`config.mk`:
```
export PLATFORM = sky130hd
export DESIGN_NAME = memwb_top
export DESIGN_NICKNAME = d
export VERILOG_FILES = /design/src/memwb_pkg.sv /design/src/memwb_stage_if.sv /design/src/memwb_top.sv /design/src/memwb_regfile.sv /design/src/memwb_wb_stage.sv /design/src/memwb_mem_stage.sv
export SDC_FILE = /design/constraint.sdc
export NUM_CORES = 2
export LEC_CHECK = 0
export ABC_CLOCK_PERIOD_IN_PS = 8750
export BUFFER_PORTS_ARGS = -buffer_cell sky130_fd_sc_hd__buf_2
export CELL_PAD_IN_SITES_DETAIL_PLACEMENT = 0
export CELL_PAD_IN_SITES_GLOBAL_PLACEMENT = 1
export CORE_MARGIN = 2
export CORE_UTILIZATION = 40
export DETAILED_ROUTE_END_ITERATION = 10
export GPL_ROUTABILITY_DRIVEN = 0
export PLACE_DENSITY_LB_ADDON = 0.1
export SYNTH_ARGS = -nofsm -noshare
export SYNTH_HDL_FRONTEND = slang
export SYNTH_SLANG_ARGS = --single-unit
```
`constraint.sdc`:
```
create_clock -name clk_i -period 8.75 [get_ports clk_i]
set_input_delay 0.875 -clock clk_i [delete_from_list [all_inputs] [get_ports clk_i]]
set_output_delay 0.875 -clock clk_i [all_outputs]
set_load 0.005 [all_outputs]
```
`src/memwb_pkg.sv`:
```
// Data width, opcode enumeration, decode functions, instruction, exception and register types
package memwb_pkg;

  //////////////////////////////////////////////////
  // Widths
  //////////////////////////////////////////////////

  // Integer register and data width, RV32 only
  localparam int XLEN  = 32;
  // Number of flag bits in the exception record
  localparam int EXC_W = 6;

  //////////////////////////////////////////////////
  // Opcodes and field types
  //////////////////////////////////////////////////

  // Major opcode, instruction bits 6..2
  typedef enum logic [4:0] {
    OPC_LOAD     = 5'b00_000,
    OPC_MISC_MEM = 5'b00_011,
    OPC_OP_IMM   = 5'b00_100,
    OPC_AUIPC    = 5'b00_101,
    OPC_STORE    = 5'b01_000,
    OPC_OP       = 5'b01_100,
    OPC_LUI      = 5'b01_101,
    OPC_BRANCH   = 5'b11_000,
    OPC_JALR     = 5'b11_001,
    OPC_JAL      = 5'b11_011
  } opcode_t;

  // Register index
  typedef logic [4:0] rsd_t;

  // Access size, funct3 bits 1..0
  typedef enum logic [1:0] {
    BYTE = 2'b00,
    HALF = 2'b01,
    WORD = 2'b10
  } mem_size_t;

  // Instruction word plus bubble marker
  typedef struct packed {
    logic        bubble;
    logic [31:0] instr;
  } instruction_t;

  // Exception flags, badaddr travels on its own
  typedef struct packed {
    logic illegal_instruction;
    logic misaligned_load;
    logic misaligned_store;
    logic load_access_fault;
    logic store_access_fault;
    logic any;
  } exceptions_t;

  //////////////////////////////////////////////////
  // Decode helpers
  //////////////////////////////////////////////////

  function automatic opcode_t decode_opcode(input logic [31:0] instr);
    return opcode_t'(instr[6:2]);
  endfunction

  // Destination register, bits 11..7
  function automatic rsd_t decode_rd(input logic [31:0] instr);
    return instr[11:7];
  endfunction

  // funct3, bits 14..12
  function automatic logic [2:0] decode_funct3(input logic [31:0] instr);
    return instr[14:12];
  endfunction

endpackage
```
`src/memwb_stage_if.sv`:
```
// Interface with instruction, result, address, exception flags and stall between the two stages
interface memwb_stage_if;

  // Instruction held in memory-access, bubble when empty
  memwb_pkg::instruction_t insn;

  // ALU result, passed on for non-load writes
  logic [memwb_pkg::XLEN-1:0] r;

  // Effective address of loads and stores
  logic [memwb_pkg::XLEN-1:0] adr;

  // Illegal and misaligned flags found in memory-access
  memwb_pkg::exceptions_t exc;

  // Hold from write-back while memory is busy
  logic stall;

  // Memory-access side
  modport mem (
    output insn, r, adr, exc,
    input  stall
  );

  // Write-back side
  modport wb (
    input  insn, r, adr, exc,
    output stall
  );

endinterface

```
`src/memwb_top.sv`:
```
// Top level: plain ports, stage interface, memory-access, write-back and register file
module memwb_top #(
  parameter int NREGS = 32
) (
  input  logic                        clk_i,
  input  logic                        rst_ni,

  // Executed instruction from upstream
  input  logic                        valid_i,
  input  logic [31:0]                 instr_i,
  input  logic [memwb_pkg::XLEN-1:0]  r_i,
  input  logic [memwb_pkg::XLEN-1:0]  adr_i,
  input  logic [memwb_pkg::XLEN-1:0]  d_i,
  output logic                        stall_o,

  // Data memory, four-phase
  output logic                        dmem_req_o,
  output logic                        dmem_we_o,
  output logic [3:0]                  dmem_be_o,
  output logic [memwb_pkg::XLEN-1:0]  dmem_adr_o,
  output logic [memwb_pkg::XLEN-1:0]  dmem_d_o,
  input  logic                        dmem_ack_i,
  input  logic                        dmem_err_i,
  input  logic [memwb_pkg::XLEN-1:0]  dmem_q_i,

  // Write-back results
  output memwb_pkg::rsd_t             wb_dst_o,
  output logic [memwb_pkg::XLEN-1:0]  wb_r_o,
  output logic                        wb_we_o,
  output logic [memwb_pkg::EXC_W-1:0] wb_exc_o,
  output logic [memwb_pkg::XLEN-1:0]  wb_badaddr_o,
  output logic                        wb_retired_o,

  // Register file read port
  input  memwb_pkg::rsd_t             rf_raddr_i,
  output logic [memwb_pkg::XLEN-1:0]  rf_rdata_o
);

  memwb_pkg::exceptions_t wb_exc;

  memwb_stage_if stage ();

  memwb_mem_stage i_mem (
    .clk_i      (clk_i),
    .rst_ni     (rst_ni),
    .valid_i    (valid_i),
    .instr_i    (instr_i),
    .r_i        (r_i),
    .adr_i      (adr_i),
    .d_i        (d_i),
    .stage      (stage.mem),
    .dmem_ack_i (dmem_ack_i),
    .dmem_req_o (dmem_req_o),
    .dmem_we_o  (dmem_we_o),
    .dmem_be_o  (dmem_be_o),
    .dmem_adr_o (dmem_adr_o),
    .dmem_d_o   (dmem_d_o)
  );

  memwb_wb_stage i_wb (
    .clk_i        (clk_i),
    .rst_ni       (rst_ni),
    .stage        (stage.wb),
    .dmem_ack_i   (dmem_ack_i),
    .dmem_err_i   (dmem_err_i),
    .dmem_q_i     (dmem_q_i),
    .wb_dst_o     (wb_dst_o),
    .wb_r_o       (wb_r_o),
    .wb_we_o      (wb_we_o),
    .wb_exc_o     (wb_exc),
    .wb_badaddr_o (wb_badaddr_o),
    .wb_retired_o (wb_retired_o)
  );

  memwb_regfile #(
    .NREGS (NREGS)
  ) i_rf (
    .clk_i   (clk_i),
    .rst_ni  (rst_ni),
    .we_i    (wb_we_o),
    .waddr_i (wb_dst_o),
    .wdata_i (wb_r_o),
    .raddr_i (rf_raddr_i),
    .rdata_o (rf_rdata_o)
  );

  // Back-pressure upstream follows write-back
  assign stall_o  = stage.stall;
  assign wb_exc_o = wb_exc;

endmodule

```
`src/memwb_regfile.sv`:
```
// Integer register file: one write port, one combinational read port, x0 tied to zero
module memwb_regfile #(
  parameter int NREGS = 32
) (
  input  logic                       clk_i,
  input  logic                       rst_ni,
  input  logic                       we_i,
  input  memwb_pkg::rsd_t            waddr_i,
  input  logic [memwb_pkg::XLEN-1:0] wdata_i,
  input  memwb_pkg::rsd_t            raddr_i,
  output logic [memwb_pkg::XLEN-1:0] rdata_o
);

  // Index bits actually used, 4 for RV32E
  localparam int AW = $clog2(NREGS);

  logic [memwb_pkg::XLEN-1:0] regs [NREGS];
  logic                       wr_ok;
  logic                       rd_ok;

  // Indices past NREGS are dropped
  assign wr_ok = we_i && (waddr_i != '0) && (int'(waddr_i) < NREGS);
  assign rd_ok = (raddr_i != '0) && (int'(raddr_i) < NREGS);

  always_ff @(posedge clk_i or negedge rst_ni)
  begin
    if (!rst_ni)
    begin
      for (int i = 0; i < NREGS; i++)
        regs[i] <= '0;
    end
    else if (wr_ok)
      regs[waddr_i[AW-1:0]] <= wdata_i;
  end

  // x0 and out-of-range read as zero
  assign rdata_o = rd_ok ? regs[raddr_i[AW-1:0]] : '0;

endmodule

```
`src/memwb_wb_stage.sv`:
```
// Write-back stage: memory stall, exception merge, bad address, load extraction, write control
module memwb_wb_stage (
  input  logic                       clk_i,
  input  logic                       rst_ni,
  memwb_stage_if.wb                  stage,
  input  logic                       dmem_ack_i,
  input  logic                       dmem_err_i,
  input  logic [memwb_pkg::XLEN-1:0] dmem_q_i,
  output memwb_pkg::rsd_t            wb_dst_o,
  output logic [memwb_pkg::XLEN-1:0] wb_r_o,
  output logic                       wb_we_o,
  output memwb_pkg::exceptions_t     wb_exc_o,
  output logic [memwb_pkg::XLEN-1:0] wb_badaddr_o,
  output logic                       wb_retired_o
);

  memwb_pkg::opcode_t         opcode;
  logic [2:0]                 funct3;
  memwb_pkg::rsd_t            dst;
  logic                       mem_op;
  logic                       ack_stale;
  logic                       ack_valid;
  memwb_pkg::exceptions_t     exc;
  logic [memwb_pkg::XLEN-1:0] q_shift;
  logic [memwb_pkg::XLEN-1:0] load_q;

  assign opcode = memwb_pkg::decode_opcode(stage.insn.instr);
  assign funct3 = memwb_pkg::decode_funct3(stage.insn.instr);
  assign dst    = memwb_pkg::decode_rd(stage.insn.instr);

  //////////////////////////////////////////////////
  // Stall
  //////////////////////////////////////////////////

  // Load or store that actually goes to memory
  assign mem_op = ~stage.insn.bubble & ~stage.exc.any &
                  ((opcode == memwb_pkg::OPC_LOAD) | (opcode == memwb_pkg::OPC_STORE));

  // Ack already consumed, still high from the previous access
  always_ff @(posedge clk_i or negedge rst_ni)
  begin
    if (!rst_ni)
      ack_stale <= 1'b0;
    else if (!dmem_ack_i)
      ack_stale <= 1'b0;
    else if (!stage.stall)
      ack_stale <= 1'b1;
  end

  assign ack_valid   = dmem_ack_i & ~ack_stale;
  assign stage.stall = mem_op & ~ack_valid;

  //////////////////////////////////////////////////
  // Exceptions
  //////////////////////////////////////////////////

  // Bus error becomes the access fault of this opcode
  always_comb
  begin
    exc = stage.exc;
    if (mem_op && ack_valid && dmem_err_i)
    begin
      if (opcode == memwb_pkg::OPC_LOAD)
        exc.load_access_fault = 1'b1;
      else
        exc.store_access_fault = 1'b1;
    end
    exc.any = exc.illegal_instruction | exc.misaligned_load | exc.misaligned_store |
              exc.load_access_fault | exc.store_access_fault;
  end

  // Flags of the instruction moving on, all zero while stalled
  always_ff @(posedge clk_i or negedge rst_ni)
  begin
    if (!rst_ni)
      wb_exc_o <= '0;
    else
      wb_exc_o <= exc;
  end

  // Address for memory faults, instruction word for illegal
  always_ff @(posedge clk_i or negedge rst_ni)
  begin
    if (!rst_ni)
      wb_badaddr_o <= '0;
    else if (!stage.stall)
    begin
      if (exc.misaligned_load || exc.misaligned_store ||
          exc.load_access_fault || exc.store_access_fault)
        wb_badaddr_o <= stage.adr;
      else if (exc.illegal_instruction)
        wb_badaddr_o <= stage.insn.instr;
      else
        wb_badaddr_o <= '0;
    end
  end

  //////////////////////////////////////////////////
  // Load data
  //////////////////////////////////////////////////

  // Addressed byte down to lane 0
  assign q_shift = dmem_q_i >> {stage.adr[1:0], 3'b000};

  always_comb
  begin
    case (funct3)
      3'b000:  load_q = {{(memwb_pkg::XLEN-8){q_shift[7]}}, q_shift[7:0]};
      3'b001:  load_q = {{(memwb_pkg::XLEN-16){q_shift[15]}}, q_shift[15:0]};
      3'b100:  load_q = {{(memwb_pkg::XLEN-8){1'b0}}, q_shift[7:0]};
      3'b101:  load_q = {{(memwb_pkg::XLEN-16){1'b0}}, q_shift[15:0]};
      default: load_q = dmem_q_i;
    endcase
  end

  //////////////////////////////////////////////////
  // Register file write
  //////////////////////////////////////////////////

  always_ff @(posedge clk_i)
  begin
    if (!stage.stall)
    begin
      wb_dst_o <= dst;
      wb_r_o   <= (opcode == memwb_pkg::OPC_LOAD) ? load_q : stage.r;
    end
  end

  // No write for trapped, empty, rd zero or non-writing opcodes
  always_ff @(posedge clk_i or negedge rst_ni)
  begin
    if (!rst_ni)
      wb_we_o <= 1'b0;
    else if (stage.stall || stage.insn.bubble || exc.any || (dst == '0))
      wb_we_o <= 1'b0;
    else
      case (opcode)
        memwb_pkg::OPC_STORE,
        memwb_pkg::OPC_BRANCH,
        memwb_pkg::OPC_MISC_MEM: wb_we_o <= 1'b0;
        default:                 wb_we_o <= 1'b1;
      endcase
  end

  // Completed without trap, stores included
  always_ff @(posedge clk_i or negedge rst_ni)
  begin
    if (!rst_ni)
      wb_retired_o <= 1'b0;
    else
      wb_retired_o <= ~stage.stall & ~stage.insn.bubble & ~exc.any;
  end

endmodule

```
`src/memwb_mem_stage.sv`:
```
// Memory-access stage: issue register, illegal and alignment checks, store lanes, dmem request
module memwb_mem_stage (
  input  logic                       clk_i,
  input  logic                       rst_ni,
  input  logic                       valid_i,
  input  logic [31:0]                instr_i,
  input  logic [memwb_pkg::XLEN-1:0] r_i,
  input  logic [memwb_pkg::XLEN-1:0] adr_i,
  input  logic [memwb_pkg::XLEN-1:0] d_i,
  memwb_stage_if.mem                 stage,
  input  logic                       dmem_ack_i,
  output logic                       dmem_req_o,
  output logic                       dmem_we_o,
  output logic [3:0]                 dmem_be_o,
  output logic [memwb_pkg::XLEN-1:0] dmem_adr_o,
  output logic [memwb_pkg::XLEN-1:0] dmem_d_o
);

  logic                       bubble_q;
  logic [31:0]                instr_q;
  logic [memwb_pkg::XLEN-1:0] d_q;
  memwb_pkg::opcode_t         opcode;
  logic [2:0]                 funct3;
  memwb_pkg::mem_size_t       size;
  logic                       illegal;
  logic                       is_load;
  logic                       is_store;
  logic                       misaligned;
  logic                       access;
  logic                       done;

  //////////////////////////////////////////////////
  // Issue register
  //////////////////////////////////////////////////

  // Empty slot when upstream has nothing
  always_ff @(posedge clk_i or negedge rst_ni)
  begin
    if (!rst_ni)
      bubble_q <= 1'b1;
    else if (!stage.stall)
      bubble_q <= ~valid_i;
  end

  // Payload, frozen during stall
  always_ff @(posedge clk_i)
  begin
    if (!stage.stall)
    begin
      instr_q   <= instr_i;
      stage.r   <= r_i;
      stage.adr <= adr_i;
      d_q       <= d_i;
    end
  end

  assign stage.insn = '{bubble: bubble_q, instr: instr_q};

  assign opcode = memwb_pkg::decode_opcode(instr_q);
  assign funct3 = memwb_pkg::decode_funct3(instr_q);
  assign size   = memwb_pkg::mem_size_t'(funct3[1:0]);

  //////////////////////////////////////////////////
  // Checks
  //////////////////////////////////////////////////

  // Unknown major opcode or unsupported width
  always_comb
  begin
    illegal = 1'b0;
    if (instr_q[1:0] != 2'b11)
      illegal = 1'b1;
    else
      case (opcode)
        memwb_pkg::OPC_LOAD:  illegal = (funct3 == 3'b011) || (funct3[2:1] == 2'b11);
        memwb_pkg::OPC_STORE: illegal = funct3[2] || (funct3[1:0] == 2'b11);
        memwb_pkg::OPC_OP, memwb_pkg::OPC_OP_IMM, memwb_pkg::OPC_LUI,
        memwb_pkg::OPC_AUIPC, memwb_pkg::OPC_BRANCH, memwb_pkg::OPC_JAL,
        memwb_pkg::OPC_JALR, memwb_pkg::OPC_MISC_MEM: illegal = 1'b0;
        default: illegal = 1'b1;
      endcase
  end

  assign is_load  = ~bubble_q & ~illegal & (opcode == memwb_pkg::OPC_LOAD);
  assign is_store = ~bubble_q & ~illegal & (opcode == memwb_pkg::OPC_STORE);

  // Half on odd byte, word off a word boundary
  assign misaligned = (is_load | is_store) &
                      (((size == memwb_pkg::HALF) & stage.adr[0]) |
                       ((size == memwb_pkg::WORD) & (|stage.adr[1:0])));
  assign access     = (is_load | is_store) & ~misaligned;

  always_comb
  begin
    stage.exc                     = '0;
    stage.exc.illegal_instruction = ~bubble_q & illegal;
    stage.exc.misaligned_load     = is_load & misaligned;
    stage.exc.misaligned_store    = is_store & misaligned;
    stage.exc.any                 = (~bubble_q & illegal) | misaligned;
  end

  //////////////////////////////////////////////////
  // Data memory request
  //////////////////////////////////////////////////

  // Four-phase req, drop after ack, no new req before ack is low
  always_ff @(posedge clk_i or negedge rst_ni)
  begin
    if (!rst_ni)
    begin
      dmem_req_o <= 1'b0;
      done       <= 1'b0;
    end
    else
    begin
      if (dmem_req_o && dmem_ack_i)
        dmem_req_o <= 1'b0;
      else if (access && !dmem_req_o && (!done || !dmem_ack_i))
        dmem_req_o <= 1'b1;

      // Handshake closing until memory lowers ack
      if (dmem_req_o && dmem_ack_i)
        done <= 1'b1;
      else if (!dmem_ack_i)
        done <= 1'b0;
    end
  end

  // Byte enables on the addressed lanes
  always_comb
  begin
    case (size)
      memwb_pkg::BYTE: dmem_be_o = 4'b0001 << stage.adr[1:0];
      memwb_pkg::HALF: dmem_be_o = 4'b0011 << stage.adr[1:0];
      default:         dmem_be_o = 4'b1111;
    endcase
  end

  assign dmem_we_o  = is_store;
  assign dmem_adr_o = stage.adr;
  assign dmem_d_o   = d_q << {stage.adr[1:0], 3'b000}; // store data onto its lane

endmodule

```
==> run metrics <==
H-tree level count=4; share of synthesized area occupied by flip-flops and latches=0.5795; final hold violation count=0; number of antenna violations at the first check in global routing=14; clk sink count=1,233; Static Leak=0.02980 µW; largest clock skew in the final design=0.02810 ns; effective utilization at floorplan=0.4030; actual slew at the worst max-slew pin=1.278 ns; number of design rule violations left after detail routing=0; async set or reset register ratio after synthesis=0.8662; outcome=finished, final reports clean; Slew Limit Headroom=0.1480; average wire per cell in the routed design=29.13 µm; global-route wire length before repair=243,700 µm; Post-Synthesis Cell Area=54,670 µm²; Final Max Slew Viols=0; layout cell share with drive strength beyond 1=0.5067; required time of the critical path=7.88 ns; area used by sequential logic in the layout=approximately 32,000 µm²; count of flip-flops with a built-in enable after synthesis=approximately 170; count of mapped cells out of synthesis=3,510; Final Critical Period=4.619 ns; Clk Latency, worst-skew pair=0.77 ns; detailed router's first-iteration violation count=1,889; Placed Cells incl. Taps=roughly 5,300; predominant post-synthesis flop cell=sky130_fd_sc_hd__dfrtp_1; type of the worst setup path=in -> out; post-place instance area=roughly 58,000 µm²; total global routing overflow=0; total track usage=0.2363; Worst Setup Start Kind=input port; total power consumption of the routed design=between 10,000 and 15,000 µW; top post-synthesis cells by area=sky130_fd_sc_hd__dfrtp_1 49%, sky130_fd_sc_hd__mux2_2 20%, sky130_fd_sc_hd__mux4_2 11%; Final Net Count=3,878; max-cap violation count=0; post-detailed-route count of antenna-violating nets=0; FF+latch count, synth=1,233; worst-case setup margin in the final layout=4.131 ns; Root Buffer Master=sky130_fd_sc_hd__clkbuf_16; routed vias/inst=5.727; placement-stage worst setup slack=3.935 ns; Yosys top cell by area=sky130_fd_sc_hd__dfrtp_1; Die Height=373.7 µm; Max Fclk=216.5 MHz; buffer depth of the longest clock path=3; overall die area=139,600 µm²; via count of the first global-routing pass=35,200; clock slew at the register clock pins of the worst setup and hold paths=0.05 ns; Detailed Routing Iterations Pass 1=5; Worst VDD drop=0.1957 mV; fin cells=5,600; number of failing setup endpoints in the final timing report=0; setup repair after global routing missed its margin=false; multi-input gate area in the final layout=21,630 µm²; total of buffers placed on input and output ports=about 350; min-delay worst type=in -> async; largest net degree at the start of global routing=185; num rows=135; fill cell count=~12,000; io pins=350; post-CTS setup buffers=0; standard cell core area=135,600 µm²; DR vias=32,070; total power divided by cell area=207.7 nW/µm²; Unique masters post-synth=51; post-cts gate resize count=0; TritonCTS clock tree=yes; TritonCTS buffer count=roughly 140; signed area change from the synthesized netlist to the final layout=15.03%; arrival time at the worst endpoint=3.74 ns; fraction of synthesized cell area taken by the top area cell type=0.4884; hold-fix buffer count after cts=0; synthesized netlist net count=roughly 3,700; mean post-synth cell area=15.57 µm²; Max FO, Critical Path=68; final worst-path cycle share=0.5279; setup TNS=0 ns; post-layout instance area=62,880 µm²; sum of net half-perimeters after detailed placement=about 94,000 µm; kind of end point of the critical path=output pin; width of the chip=~370 µm; total detailed-routing wirelength=~160,000 µm; Yosys Warn Count=0
cell type report:
| cell class | count | area share |
|---|---|---|
| Clock buffer | 217 | 0.06894 |
| Antenna cell | 6 | 0.0002388 |
| Timing Repair Buffer | 423 | 0.03882 |
| Multi-Input combinational cell | 1873 | 0.3440 |
| Clock inverter | 32 | 0.006566 |
| Tap cell | 1781 | 0.03544 |
| Sequential cell | 1233 | 0.5038 |
| Inverter | 35 | 0.002169 |
placed cells by master (no fill, tap or decap), types with 10 or more instances in the layout:
master	netlist	final
sky130_fd_sc_hd__a32oi_1	30	30
sky130_fd_sc_hd__nor2b_1	12	12
sky130_fd_sc_hd__nand2_4	0	10
sky130_fd_sc_hd__nor2_4	0	16
sky130_fd_sc_hd__nand2b_1	13	11
sky130_fd_sc_hd__inv_1	35	33
sky130_fd_sc_hd__o22a_1	32	32
sky130_fd_sc_hd__nand2_1	58	42
sky130_fd_sc_hd__mux2_2	992	992
sky130_fd_sc_hd__o21ai_0	36	36
sky130_fd_sc_hd__edfxtp_1	165	165
sky130_fd_sc_hd__a31oi_1	10	10
sky130_fd_sc_hd__clkinv_2	0	14
sky130_fd_sc_hd__clkbuf_1	282	34
sky130_fd_sc_hd__mux2i_1	146	146
sky130_fd_sc_hd__buf_4	0	66
sky130_fd_sc_hd__nand4_1	33	33
sky130_fd_sc_hd__a21oi_1	26	26
sky130_fd_sc_hd__clkbuf_8	0	34
sky130_fd_sc_hd__o221ai_1	32	32
sky130_fd_sc_hd__clkbuf_16	0	150
sky130_fd_sc_hd__dfrtp_1	1067	1067
sky130_fd_sc_hd__mux4_2	257	257
sky130_fd_sc_hd__nand3_1	21	21
sky130_fd_sc_hd__o211ai_1	29	29
sky130_fd_sc_hd__buf_2	24	345
sky130_fd_sc_hd__nor2_1	58	41
report_power, final:
group / switching, µW / leakage (µW) / internal, µW
clock: 2360 / 0.00234 / 3660
sequential: 148 / 0.0165 / 6030
combinational: 476 / 0.0109 / 377
total: 2980 / 0.0298 / 10100
synthesized netlist by cell type (2+ instances only):
library cell,count
sky130_fd_sc_hd__o221ai_1,32
sky130_fd_sc_hd__a211oi_1,8
sky130_fd_sc_hd__or4_1,3
sky130_fd_sc_hd__mux4_2,257
sky130_fd_sc_hd__nand2_1,58
sky130_fd_sc_hd__a32oi_1,30
sky130_fd_sc_hd__o211ai_1,29
sky130_fd_sc_hd__mux2_2,992
sky130_fd_sc_hd__nand4_1,33
sky130_fd_sc_hd__nor3_1,6
sky130_fd_sc_hd__buf_1,57
sky130_fd_sc_hd__dfrtp_1,1067
sky130_fd_sc_hd__o21a_1,3
sky130_fd_sc_hd__o22ai_1,9
sky130_fd_sc_hd__o21ai_0,36
sky130_fd_sc_hd__a31oi_1,10
sky130_fd_sc_hd__nor2b_1,12
sky130_fd_sc_hd__and4_1,2
sky130_fd_sc_hd__nand3b_1,6
sky130_fd_sc_hd__mux2i_1,146
sky130_fd_sc_hd__a2bb2oi_1,7
sky130_fd_sc_hd__a21oi_1,26
sky130_fd_sc_hd__nor2_1,58
sky130_fd_sc_hd__nor4_1,3
sky130_fd_sc_hd__and3_1,4
sky130_fd_sc_hd__nand3_1,21
sky130_fd_sc_hd__nor3b_1,6
sky130_fd_sc_hd__and2_1,9
sky130_fd_sc_hd__buf_2,24
sky130_fd_sc_hd__nand2b_1,13
sky130_fd_sc_hd__a22oi_1,7
sky130_fd_sc_hd__buf_6,6
sky130_fd_sc_hd__o21bai_1,2
sky130_fd_sc_hd__clkbuf_1,282
sky130_fd_sc_hd__edfxtp_1,165
sky130_fd_sc_hd__o22a_1,32
sky130_fd_sc_hd__inv_1,35
cells by family (layout without fill, tap and decap cells):
kind of cell / after synthesis / after routing / synth area share
AO/OA/AOI/OAI: 235 / 235 / 0.03152
multiplexers: 1395 / 1395 / 0.3370
flip-flops: 1233 / 1233 / 0.5795
AND/OR/NAND/NOR: 243 / 243 / 0.02287
buffers and inverters: 404 / 707 / 0.02911
other: 0 / 6 / 0
worst max-delay path, cell delays in order:
cell	delay, ns
sky130_fd_sc_hd__buf_8	0.63
sky130_fd_sc_hd__buf_12	0.54
sky130_fd_sc_hd__nor3_1	0.13
sky130_fd_sc_hd__or3_4	0.67
sky130_fd_sc_hd__o22a_1	0.28
sky130_fd_sc_hd__o221ai_1	0.20
sky130_fd_sc_hd__buf_2	0.23
metal layers:
metal / global-route usage / wire length, µm
met4: 0.06936 / 4036
met2: 0.4011 / 82370
met5: 0 / 38
met3: 0.03507 / 5785
met1: 0.3146 / 70870
sequential cells by signal, summed over array words and instances (netlist names):
| register | count |
|---|---|
| i_wb.wb_we_o | 1 |
| i_wb.wb_exc_o | 6 |
| i_mem.dmem_req_o | 1 |
| i_wb.wb_badaddr_o | 32 |
| i_mem.stage.r | 32 |
| i_wb.wb_retired_o | 1 |
| i_mem.done | 1 |
| i_wb.ack_stale | 1 |
| i_mem.d_q | 32 |
| i_wb.wb_dst_o | 5 |
| i_mem.dmem_adr_o | 32 |
| i_mem.bubble_q | 1 |
| i_rf.regs | 1024 |
| i_wb.wb_r_o | 32 |
| i_mem.instr_q | 32 |
through the flow:
| step | hold WS, ns | util |
|---|---|---|
| 5_1_grt | 0.1926 | 0.4636 |
| 6_report | 0.1758 | 0.4636 |
| 4_1_cts | 0.1646 | 0.4635 |
| 3_5_place_dp | 0.3632 | 0.4285 |
| 3_3_place_gp | 0.3604 | 0.4285 |
| 2_1_floorplan | 0.4246 | - |
worst paths after layout:
| kind | slack [ns] | to | start | cells past startpoint |
|---|---|---|---|---|
| worst max-delay path | 4.13 | rf_rdata_o[4] | rf_raddr_i[0] | 7 |
| worst min-delay path | 0.18 | i_rf.regs[407] | rst_ni | 1 |
| worst max register to register | 4.90 | i_mem.stage.r[27] | i_mem.dmem_adr_o[0] | 7 |
| worst min register to register | 0.37 | i_rf.regs[1018] | i_rf.regs[1018] | 0 |
| max in group asynchronous | 6.31 | i_rf.regs[113] | rst_ni | 3 |
| min in group clk_i | 0.22 | i_mem.bubble_q | valid_i | 2 |
(Power assumes the default switching activity.)
